<file path="src/rtl/preview_pkg.sv">
// ----------------------------------------------------------------------
// shared widths, shift codes and register map of the preview FIFO
// fifo_depth must stay a power of two, the pointers wrap by overflow
// level_w holds 0 to fifo_depth inclusive
// ----------------------------------------------------------------------
`default_nettype none

package preview_pkg;

  // data path
  localparam int unsigned data_w     = 16;
  localparam int unsigned fifo_depth = 16;
  localparam int unsigned ptr_w      = $clog2(fifo_depth);
  localparam int unsigned level_w    = ptr_w + 1;

  // one-hot retire request from the consumer
  localparam int unsigned         shift_w    = 3;
  localparam logic [shift_w-1:0] shift_hold = 3'b001;
  localparam logic [shift_w-1:0] shift_one  = 3'b010;
  localparam logic [shift_w-1:0] shift_two  = 3'b100;

  // ----------------------------------------------------------------------
  // config bus
  // ----------------------------------------------------------------------
  localparam int unsigned cfg_addr_w = 2;
  localparam int unsigned cfg_data_w = 16;

  localparam logic [cfg_addr_w-1:0] reg_ctrl   = 2'd0;
  localparam logic [cfg_addr_w-1:0] reg_thresh = 2'd1;
  localparam logic [cfg_addr_w-1:0] reg_ovf    = 2'd2;
  localparam logic [cfg_addr_w-1:0] reg_unf    = 2'd3;

  // ctrl register fields
  localparam int unsigned ctrl_enable_bit = 0;
  localparam int unsigned ctrl_flush_bit  = 1;

  // almost_full point after reset
  localparam logic [cfg_data_w-1:0] thresh_reset = 16'd12;

endpackage

`default_nettype wire
</file>
<file path="src/rtl/preview_top.sv">
// ----------------------------------------------------------------------
// preview FIFO with its register block, single clock
// no back-pressure, the producer watches level or almost_full
// excess writes are dropped and counted in the ovf register
// ----------------------------------------------------------------------
`default_nettype none
`timescale 1ns/1ps

module preview_top
  import preview_pkg::*;
(
  input  logic                  clk,
  input  logic                  rst_n,

  // producer
  input  logic                  wrreq,
  input  logic                  ena,
  input  logic [data_w-1:0]     id0,
  input  logic [data_w-1:0]     id1,

  // consumer
  input  logic [shift_w-1:0]    shift_req_oh,
  output logic                  valid,
  output logic                  valid2,
  output logic [data_w-1:0]     od0,
  output logic [data_w-1:0]     od1,

  // config bus
  input  logic                  cfg_wr,
  input  logic [cfg_addr_w-1:0] cfg_addr,
  input  logic [cfg_data_w-1:0] cfg_wdata,
  output logic [cfg_data_w-1:0] cfg_rdata,

  // status
  output logic [level_w-1:0]    level,
  output logic                  almost_full
);

  logic enable;
  logic flush;
  logic ovf_pulse;
  logic unf_pulse;

  preview_fifo u_fifo (
    .clk          (clk),
    .rst_n        (rst_n),
    .wrreq        (wrreq),
    .ena          (ena),
    .id0          (id0),
    .id1          (id1),
    .shift_req_oh (shift_req_oh),
    .enable       (enable),
    .flush        (flush),
    .valid        (valid),
    .valid2       (valid2),
    .od0          (od0),
    .od1          (od1),
    .level        (level),
    .ovf_pulse    (ovf_pulse),
    .unf_pulse    (unf_pulse)
  );

  preview_cfg u_cfg (
    .clk         (clk),
    .rst_n       (rst_n),
    .cfg_wr      (cfg_wr),
    .cfg_addr    (cfg_addr),
    .cfg_wdata   (cfg_wdata),
    .cfg_rdata   (cfg_rdata),
    .level       (level),
    .ovf_pulse   (ovf_pulse),
    .unf_pulse   (unf_pulse),
    .enable      (enable),
    .flush       (flush),
    .almost_full (almost_full)
  );

endmodule

`default_nettype wire

</file>
<file path="src/rtl/preview_cfg.sv">
// ----------------------------------------------------------------------
// control and status registers of the preview FIFO on a strobe bus
// flush is a one-cycle pulse in the cycle after the ctrl write
// the same ctrl write clears both counters, ahead of any pending pulse
// counters saturate at all ones, reads are combinational
// ----------------------------------------------------------------------
`default_nettype none
`timescale 1ns/1ps

module preview_cfg
  import preview_pkg::*;
(
  input  logic                  clk,
  input  logic                  rst_n,

  // register bus
  input  logic                  cfg_wr,
  input  logic [cfg_addr_w-1:0] cfg_addr,
  input  logic [cfg_data_w-1:0] cfg_wdata,
  output logic [cfg_data_w-1:0] cfg_rdata,

  // FIFO status
  input  logic [level_w-1:0]    level,
  input  logic                  ovf_pulse,
  input  logic                  unf_pulse,

  // FIFO control
  output logic                  enable,
  output logic                  flush,
  output logic                  almost_full
);

  logic [cfg_data_w-1:0] thresh;
  logic [cfg_data_w-1:0] ovf_cnt;
  logic [cfg_data_w-1:0] unf_cnt;

  logic ctrl_wr;
  logic thresh_wr;
  logic flush_req;

  assign ctrl_wr   = cfg_wr && (cfg_addr == reg_ctrl);
  assign thresh_wr = cfg_wr && (cfg_addr == reg_thresh);
  assign flush_req = ctrl_wr && cfg_wdata[ctrl_flush_bit];

  // ----------------------------------------------------------------------
  // ctrl and threshold
  // ----------------------------------------------------------------------
  always_ff @(posedge clk) begin
    if (!rst_n) begin
      enable <= 1'b1;
      flush  <= 1'b0;
      thresh <= thresh_reset;
    end else begin
      // flush bit is self-clearing
      flush <= flush_req;
      if (ctrl_wr) begin
        enable <= cfg_wdata[ctrl_enable_bit];
      end
      if (thresh_wr) begin
        thresh <= cfg_wdata;
      end
    end
  end

  // ----------------------------------------------------------------------
  // event counters
  // ----------------------------------------------------------------------
  always_ff @(posedge clk) begin
    if (!rst_n) begin
      ovf_cnt <= '0;
      unf_cnt <= '0;
    end else if (flush_req) begin
      ovf_cnt <= '0;
      unf_cnt <= '0;
    end else begin
      if (ovf_pulse && (ovf_cnt != '1)) begin
        ovf_cnt <= ovf_cnt + 1'b1;
      end
      if (unf_pulse && (unf_cnt != '1)) begin
        unf_cnt <= unf_cnt + 1'b1;
      end
    end
  end

  // read mux, flush bit always reads 0
  always_comb begin
    cfg_rdata = '0;
    case (cfg_addr)
      reg_ctrl:   cfg_rdata[ctrl_enable_bit] = enable;
      reg_thresh: cfg_rdata = thresh;
      reg_ovf:    cfg_rdata = ovf_cnt;
      reg_unf:    cfg_rdata = unf_cnt;
      default:    cfg_rdata = '0;
    endcase
  end

  // threshold of 0 keeps almost_full high
  assign almost_full = cfg_data_w'(level) >= thresh;

  a_flush_single : assert property (
    @(posedge clk) disable iff (!rst_n)
    flush |=> !flush
  ) else $error("flush held for two cycles");

endmodule

`default_nettype wire

</file>
<file path="src/rtl/preview_fifo.sv">
// ----------------------------------------------------------------------
// ring buffer with one or two writes and a two-word preview per cycle
// the shift is judged against the level before the write, then the write
// a write that does not fit is dropped whole and flagged on ovf_pulse
// flush empties the buffer and discards that cycle's requests
// od0 and od1 hold stale data while their valid flags are low
// ----------------------------------------------------------------------
`default_nettype none
`timescale 1ns/1ps

module preview_fifo
  import preview_pkg::*;
(
  input  logic               clk,
  input  logic               rst_n,

  // producer side
  input  logic               wrreq,
  input  logic               ena,
  input  logic [data_w-1:0]  id0,
  input  logic [data_w-1:0]  id1,

  // consumer side
  input  logic [shift_w-1:0] shift_req_oh,

  // from the register block
  input  logic               enable,
  input  logic               flush,

  // preview outputs
  output logic               valid,
  output logic               valid2,
  output logic [data_w-1:0]  od0,
  output logic [data_w-1:0]  od1,

  // status and events
  output logic [level_w-1:0] level,
  output logic               ovf_pulse,
  output logic               unf_pulse
);

  localparam logic [level_w-1:0] depth_lvl = level_w'(fifo_depth);

  logic [data_w-1:0]  mem [fifo_depth];

  logic [ptr_w-1:0]   rd_ptr;
  logic [ptr_w-1:0]   wr_ptr;
  logic [ptr_w-1:0]   rd_ptr_p1;
  logic [ptr_w-1:0]   wr_ptr_p1;

  logic [1:0]         shift_cnt;
  logic [1:0]         shift_grant;
  logic               unf_hit;
  logic [level_w-1:0] level_kept;
  logic [level_w-1:0] room;
  logic [1:0]         wr_cnt;
  logic [1:0]         wr_grant;
  logic               ovf_hit;

  assign rd_ptr_p1 = rd_ptr + ptr_w'(1);
  assign wr_ptr_p1 = wr_ptr + ptr_w'(1);

  // ----------------------------------------------------------------------
  // request decode and grant
  // ----------------------------------------------------------------------
  always_comb begin
    case (shift_req_oh)
      shift_hold: shift_cnt = 2'd0;
      shift_one:  shift_cnt = 2'd1;
      shift_two:  shift_cnt = 2'd2;
      default:    shift_cnt = 2'd0;
    endcase

    // retiring more than is stored is refused outright
    unf_hit     = level_w'(shift_cnt) > level;
    shift_grant = unf_hit ? 2'd0 : shift_cnt;
    level_kept  = level - level_w'(shift_grant);

    // room counts the slots freed by this cycle's shift
    room = depth_lvl - level_kept;

    if (!wrreq) begin
      wr_cnt = 2'd0;
    end else if (ena) begin
      wr_cnt = 2'd2;
    end else begin
      wr_cnt = 2'd1;
    end

    // disabled writes are neither stored nor counted
    ovf_hit  = enable && (level_w'(wr_cnt) > room);
    wr_grant = (enable && !ovf_hit) ? wr_cnt : 2'd0;
  end

  // ----------------------------------------------------------------------
  // pointers, level and event pulses
  // ----------------------------------------------------------------------
  always_ff @(posedge clk) begin
    if (!rst_n) begin
      rd_ptr    <= '0;
      wr_ptr    <= '0;
      level     <= '0;
      ovf_pulse <= 1'b0;
      unf_pulse <= 1'b0;
    end else if (flush) begin
      rd_ptr    <= '0;
      wr_ptr    <= '0;
      level     <= '0;
      ovf_pulse <= 1'b0;
      unf_pulse <= 1'b0;
    end else begin
      rd_ptr    <= rd_ptr + ptr_w'(shift_grant);
      wr_ptr    <= wr_ptr + ptr_w'(wr_grant);
      level     <= level_kept + level_w'(wr_grant);
      ovf_pulse <= ovf_hit;
      unf_pulse <= unf_hit;
    end
  end

  // storage
  // on a full buffer with a retire, wr_ptr lands on a slot freed this cycle
  always_ff @(posedge clk) begin
    if (!flush) begin
      if (wr_grant != 2'd0) begin
        mem[wr_ptr] <= id0;
      end
      if (wr_grant == 2'd2) begin
        mem[wr_ptr_p1] <= id1;
      end
    end
  end

  // ----------------------------------------------------------------------
  // preview
  // ----------------------------------------------------------------------
  assign od0    = mem[rd_ptr];
  assign od1    = mem[rd_ptr_p1];
  assign valid  = level != '0;
  assign valid2 = level >= level_w'(2);

  // consumer may raise at most one retire code
  a_shift_onehot : assert property (
    @(posedge clk) disable iff (!rst_n)
    $onehot0(shift_req_oh)
  ) else $error("shift_req_oh is not one-hot: %b", shift_req_oh);

  // grant logic keeps the fill within the array across every update
  a_level_bound : assert property (
    @(posedge clk) disable iff (!rst_n)
    level <= depth_lvl
  ) else $error("level %0d beyond depth", level);

  a_valid_order : assert property (
    @(posedge clk) disable iff (!rst_n)
    valid2 |-> valid
  ) else $error("valid2 without valid");

endmodule

`default_nettype wire

</file>
<file path="config.mk">
export PLATFORM = sky130hd
export DESIGN_NAME = preview_top
export DESIGN_NICKNAME = d
export VERILOG_FILES = /design/src/rtl/preview_pkg.sv /design/src/rtl/preview_top.sv /design/src/rtl/preview_cfg.sv /design/src/rtl/preview_fifo.sv
export SDC_FILE = /design/constraint.sdc
export NUM_CORES = 1
export LEC_CHECK = 0
export ABC_AREA = 1
export ABC_CLOCK_PERIOD_IN_PS = 5850
export BUFFER_PORTS_ARGS = -buffer_cell sky130_fd_sc_hd__buf_2
export CORE_AREA = 2 2 202 204
export DETAILED_ROUTE_END_ITERATION = 8
export DIE_AREA = 0 0 204 206
export SETUP_SLACK_MARGIN = 0.3
export SYNTH_ARGS = -nofsm -noshare
export SYNTH_HDL_FRONTEND = slang
export SYNTH_SLANG_ARGS = --single-unit
</file>
<file path="constraint.sdc">
create_clock -name clk -period 5.85 [get_ports clk]
set_input_delay 0.2925 -clock clk [delete_from_list [all_inputs] [get_ports clk]]
set_output_delay 0.2925 -clock clk [all_outputs]
set_load 0.01 [all_outputs]
</file>
==> results of run 1 <==
==> cells by family (layout without fill, tap and decap cells) <==
group	count (synthesis)	after routing
AO/OA/AOI/OAI	784	784
XOR/XNOR	9	9
adder cells (fa/ha/maj)	22	22
buffers and inverters	416	451
flip-flops	321	321
other	0	4
AND/OR/NAND/NOR	898	898
==> registers in the layout, indices dropped and copies added (netlist names) <==
name and cells:
u_fifo.mem 256, u_cfg.ovf_cnt 16, u_cfg.thresh 16, u_cfg.unf_cnt 16
u_fifo.level 5, u_fifo.rd_ptr 4, u_fifo.wr_ptr 4, u_cfg.enable 1
u_cfg.flush 1, u_fifo.ovf_pulse 1, u_fifo.unf_pulse 1
==> synthesized netlist by cell type, types with 7 or more instances <==
master       n  area (um^2)
nand2_1    553         2080
o21ai_0    314         1570
edfxtp_1   256         7690
inv_1      203          762
a21oi_1    174          871
o21ai_1    174          871
nor2_1     151          567
clkbuf_1   147          552
nand3_1    139          696
dfxtp_1     65         1300
o211ai_1    50          375
buf_2       38          190
o221ai_1    30          263
nor3_1      22          110
buf_1       20         75.1
ha_1        19          238
o2111ai_1   19          166
nand4_1     14         87.6
a221oi_1    12          105
xor2_1       7         61.3
==> power breakdown <==
part / internal, uW / switching [uW]
Clock: 1500 / 1050
Sequential: 2590 / 73.0
Combinational: 479 / 1150
==> metal layers <==
| metal | vias to the layer above | track usage, % | part of all wire [%] |
|---|---|---|---|
| met2 | 1091 | 52.4 | 45 |
| li1 | 8501 | - | - |
| met5 | - | 1.31 | 0.11 |
| met4 | 2 | 18.1 | 5.9 |
| met3 | 208 | 5.96 | 11 |
| met1 | 8551 | 42.8 | 38 |
==> metrics by stage <==
step,hold slack (ns),setup WS [ns],power [uW]
after floorplan,0.423,0.942,3710
after global placement,0.453,0.670,4270
after detailed placement,0.462,0.575,4300
after CTS,0.000845,0.652,6830
after global routing,0.0213,0.215,7130
final,0.00381,0.643,6840
==> worst min-delay path by stage <==
| stage | from | to | cells past startpoint |
|---|---|---|---|
| finish | cfg_wdata[9] | u_cfg.thresh[9] | 3 |
| global route | cfg_wdata[9] | u_cfg.thresh[9] | 3 |
| CTS | cfg_wdata[9] | u_cfg.thresh[9] | 3 |
| detailed placement | u_cfg.unf_cnt[15] | u_cfg.unf_cnt[15] | 2 |
| global placement | u_cfg.unf_cnt[15] | u_cfg.unf_cnt[15] | 2 |
| floorplan | cfg_wdata[2] | u_cfg.thresh[2] | 2 |
==> cells in the final DEF (no fill, tap or decap), drive strengths merged, types with 2 or more instances in the layout <==
master	instances
edfxtp	256
bufinv	6
clkinvlp	8
dfxtp	65
nor3b	5
o2111ai	19
a221oi	12
o211ai	50
clkbuf	41
nand2	556
fa	3
a21oi	174
o21ai	488
nand3	141
diode	4
dlygate4sd3	8
o31ai	2
inv	210
o21a	3
buf	164
nor3	22
xnor2	2
o221ai	30
nand4	15
ha	19
xor2	7
nor2	153
clkinv	14
a31oi	2
nor4	4
==> timing repair <==
action                     CTS  global route
setup endpoints to repair    0            30
hold buffers                 8             0
hold endpoints to repair     8             0
gates resized for setup      0             2
==> layout make-up <==
type                       count  area (um^2)
clock buffer                  41          983
fill                        3814        18900
timing repair buffer         172         1070
multi-input combinational   1713         8430
inverter                     210          793
clock inverter                28          350
sequential                   321         8990
tap                          532          666
antenna                        4         10.0
==> critical path, cell delays in order, from the launching register on <==
cell and delay [ns]:
dfxtp_1 0.45, inv_1 0.11, ha_1 0.32, inv_1 0.06
nor2_1 0.03, o21ai_0 0.14, a21oi_1 0.07, nor2_1 0.16
ha_1 0.17, inv_1 0.05, fa_1 0.52, inv_1 0.09
ha_1 0.28, inv_1 0.04, ha_1 0.28, inv_1 0.06
nor2_1 0.03, nor2_1 0.09, a21oi_1 0.06, nand2_1 0.06
nor2_1 0.05, nand2_2 0.13, nand3_2 0.19, nor2_1 0.19
nand2_1 0.10, inv_2 0.27, nand2_2 0.31, o21ai_2 0.51
==> impl_metrics.yaml, run 1 <==
critical_path:
  crit_path_end_kind: "flip-flop"
  reg2reg_setup_slack_ns: 0.64
  crit_fanout: 17
  critPathRequiredTime_ns: 6.03
  startpoint: "u_fifo.level[1]"
  endpoint: "u_fifo.mem[10][2]"
  reg2reg_from: "u_fifo.level[1]"
  r2r_end: "u_fifo.mem[10][2]"
  reg2regPathDepth: 27
  start_kind: "flip-flop"
  worstPathArrival_ns: 5.39
  critical_path_class: "reg2reg"
clocking:
  numCtsBuffers: 38
  root_buffer: "clkbuf_16"
  clk_latency_ns: 0.57
  numClockSinks: 321
  cts_setup_buffers: 0
  cts_buffer_depth: 3
  h-tree-depth: 2
  path_clk_slew_ns: 0.07
  cts_tree: "yes"
synth:
  synth_top_family_by_area: "compound AO/OA/AOI/OAI gates"
  synth_xor_area_share_pct: 0.416
  async_reset_ff_share_pct: 0
  yosysSeqAreaShare_pct: 47.4
  synthCells: 2450
  syn_nets: 2530
  synth_compound_area_share_pct: 22.7
  synth_seq_cells: 321
  synth-adder-area-share_pct: 1.57
  synth-edff-count: 256
  avgSynthCellArea_um2: 7.74
  synth_mux_area_share_pct: 0
  synth_cell_types: 41
  syn_area_um2: 19000
  yosysWarningCount: 0
  ys.flop_type: "edfxtp_1"
  synth-simple-area-share_pct: 19.4
placement:
  port_buffers: 113
  gp_congestion: 0.937
  dp.cells: 2940
  place_area_um2: 19800
  dp_hpwl_um: 45300
route:
  routed-via-count: 18400
  drt_first_pass_iters: 6
  viasPerCell: 6.08
  drtIter0Drc: 2089
  wire_per_inst_um: 23.1
  ant_nets: 0
  finalWirelength_um: 69700
  drcViolationCount: 0
global_route:
  first_global_vias: 16700
  grt_pass1_wl_um: 103000
  grt_max_degree: 125
  antenna_found_initial: 7
  grt_overflow: 0
  track_usage_pct: 33.0
die:
  die_area_um2: 42000
  coreArea_um2: 40200
  rows: 74
  die_x_um: 204
  dieHeight_um: 206
  start_util_pct: 47.2
  io_pins: 114
power:
  pwr_density_cell_nw_per_um2: 321
  ir_drop_mv: 0.248
  leakage_uw: 0.00860
finish:
  postLayoutCoreUtil_pct: 53.0
  nets: 2536
  final_cell_area_um2: 21300
  area_growth_pct: 12.2
  drive_above_1_share_pct: 10.1
  stdcell_count: 3021
sta:
  relSlewSlack_pct: 28.3
  finalSetupViolCount: 0
  finClkSkew_ns: 0.0161
  maxSlewViolCount: 0
  max_freq_ghz: 0.192
  finalCritPeriodShare_pct: 89.0
  fin_setup_tns_ns: 0
  min_period_ns: 5.21
  worst_slew_pin_slew_ns: 1.07
  finalHoldViolations: 0
  rsz0062_at_grt: "yes"
flow_run:
  maxCapViolCount: 0
min_path:
  hold_class: "in2reg"
run_status:
  outcome: "finished, final reports clean"
Note: power is estimated with default switching activity, not from simulation.
==> run 2: changes to the inputs <==
==> constraint.sdc (replaced) <==
create_clock -name clk -period 5.85 [get_ports clk]
set_input_delay 0.2925 -clock clk [delete_from_list [all_inputs] [get_ports clk]]
set_output_delay 0.2925 -clock clk [all_outputs]
set_load 0.02 [all_outputs]
==> impl_metrics.yaml, run 2 (synthesized netlist as in run 1, its figures left out) <==
run_status:
  outcome: "finished, final reports clean"
route:
  ant_nets: 0
  drcViolationCount: 0
  drt_first_pass_iters: 5
  viasPerCell: 6.06
  finalWirelength_um: 69900
  routed-via-count: 18300
  wire_per_inst_um: 23.2
  drtIter0Drc: 2108
die:
  die_x_um: 204
  die_area_um2: 42000
  dieHeight_um: 206
  io_pins: 114
  start_util_pct: 47.2
  coreArea_um2: 40200
  rows: 74
power:
  leakage_uw: 0.00852
  pwr_density_cell_nw_per_um2: 314
  ir_drop_mv: 0.213
clocking:
  root_buffer: "clkbuf_16"
  numClockSinks: 321
  path_clk_slew_ns: 0.06
  cts_buffer_depth: 3
  cts_setup_buffers: 0
  numCtsBuffers: 37
  clk_latency_ns: 0.57
  cts_tree: "yes"
  h-tree-depth: 2
global_route:
  grt_pass1_wl_um: 103000
  use_met1_pct: 43.8
  grtUsageMet3_pct: 5.90
  grt.busiest_layer: "met2"
  first_global_vias: 16600
  grt_max_degree: 232
  grt_overflow: 0
  antenna_found_initial: 6
  track_usage_pct: 33.2
  use_met2_pct: 51.9
sta:
  worst_slack_ns: 0.663
  finalSetupViolCount: 0
  finClkSkew_ns: 0.0189
  max_freq_ghz: 0.193
  worst_slew_pin_slew_ns: 1.24
  relSlewSlack_pct: 17.0
  finalHoldViolations: 0
  fin_setup_tns_ns: 0
  finalCritPeriodShare_pct: 88.7
  maxSlewViolCount: 0
  rsz0062_at_grt: "no"
  min_period_ns: 5.19
critical_path:
  reg2regPathDepth: 26
  crit_fanout: 12
  critical_path_class: "reg2reg"
  reg2reg_from: "u_fifo.level[1]"
  critPathRequiredTime_ns: 6.13
  start_kind: "flip-flop"
  reg2reg_setup_slack_ns: 0.66
  r2r_end: "u_fifo.mem[2][10]"
  worstPathArrival_ns: 5.47
  endpoint: "u_fifo.mem[2][10]"
  startpoint: "u_fifo.level[1]"
  crit_path_end_kind: "flip-flop"
finish:
  top_register: "u_fifo.mem"
  nets: 2530
  area_growth_pct: 10.9
  mostFrequentLayoutCell: "nand2_1"
  largest_register_ffs: 256
  drive_above_1_share_pct: 9.53
  layout_common_cells: "nand2_1, o21ai_0, edfxtp_1"
min_path:
  hold_class: "in2reg"
placement:
  port_buffers: 113
  dp_hpwl_um: 45100
  gp_congestion: 0.933
  pre_cts_ws_ns: 0.623
flow_run:
  maxCapViolCount: 0
[run 2: changes by cell type in the layout (fill, tap and decap cells not counted), moves of 2 or more]
cell | previous run | this run
buf_4 | 48 | 45
bufinv_16 | 6 | 0
clkbuf_1 | 2 | 10
clkbuf_8 | 0 | 3
clkinv_1 | 5 | 7
clkinv_2 | 4 | 8
clkinv_4 | 3 | 0
clkinv_8 | 2 | 0
clkinvlp_4 | 8 | 0
dlygate4sd3_1 | 8 | 5
[run 2: critical path, cell delays in order (launching register included)]
cell,delay [ns]
dfxtp_1,0.46
inv_1,0.11
ha_1,0.32
inv_1,0.06
nor2_1,0.03
o21ai_0,0.15
a21oi_1,0.08
nor2_1,0.14
ha_1,0.16
inv_1,0.06
fa_1,0.52
inv_1,0.08
ha_1,0.28
inv_1,0.05
ha_1,0.28
inv_1,0.06
nor2_1,0.03
nor2_1,0.07
a21oi_1,0.04
nand2_1,0.05
nor2_1,0.05
nand2_2,0.13
nand3_2,0.19
nor2_2,0.18
nand2_1,0.21
o21ai_2,0.83
buf_4,0.29
[run 2: timing repair]
item	CTS	global route
endpoints found under the hold margin	6	0
gates resized for setup	0	1
setup endpoints to repair	0	9
hold buffers	5	0
[run 2: power breakdown]
group / total, uW / switching (uW) / internal (uW) / leakage [uW]
clock: 2230 / 971 / 1260 / 0.000558
sequential: 2670 / 80.4 / 2590 / 0.00285
combinational: 1700 / 1220 / 479 / 0.00511
[run 2: worst min-delay path by stage]
stage,from,to,cells past startpoint
floorplan,cfg_wdata[2],u_cfg.thresh[2],2
global route,cfg_wdata[8],u_cfg.thresh[8],3
finish,cfg_wdata[8],u_cfg.thresh[8],3
global placement,u_cfg.unf_cnt[15],u_cfg.unf_cnt[15],2
CTS,cfg_wdata[8],u_cfg.thresh[8],3
detailed placement,u_cfg.unf_cnt[15],u_cfg.unf_cnt[15],2
[run 2: area by class of cell]
type	instances	area, um^2
antenna	5	12.5
fill	3879	19100
inverter	210	793
clock buffer	52	1050
clock inverter	14	67.6
tap	532	666
multi-input combinational	1713	8420
timing repair buffer	167	1030
sequential	321	8990
[run 2: stage by stage]
step | util [%] | instances | hold slack, ns | cell area [um^2] | total power, uW
floorplan | - | 2450 | 0.423 | 19000 | 3800
finish | 52.4 | 3014 | 0.0242 | 21000 | 6600
global placement | 49.4 | 2938 | 0.453 | 19800 | 4360
detailed placement | 49.4 | 2938 | 0.464 | 19800 | 4380
global route | 52.4 | 3014 | 0.0325 | 21000 | 6890
CTS | 52.3 | 3009 | 0.00577 | 21000 | 6590
[run 2: per-layer routing]
metal / up-vias / part of all wire (%)
met5: - / 0
met4: 0 / 5.3
met3: 180 / 10
met2: 1005 / 45
met1: 8599 / 39
li1: 8476 / -
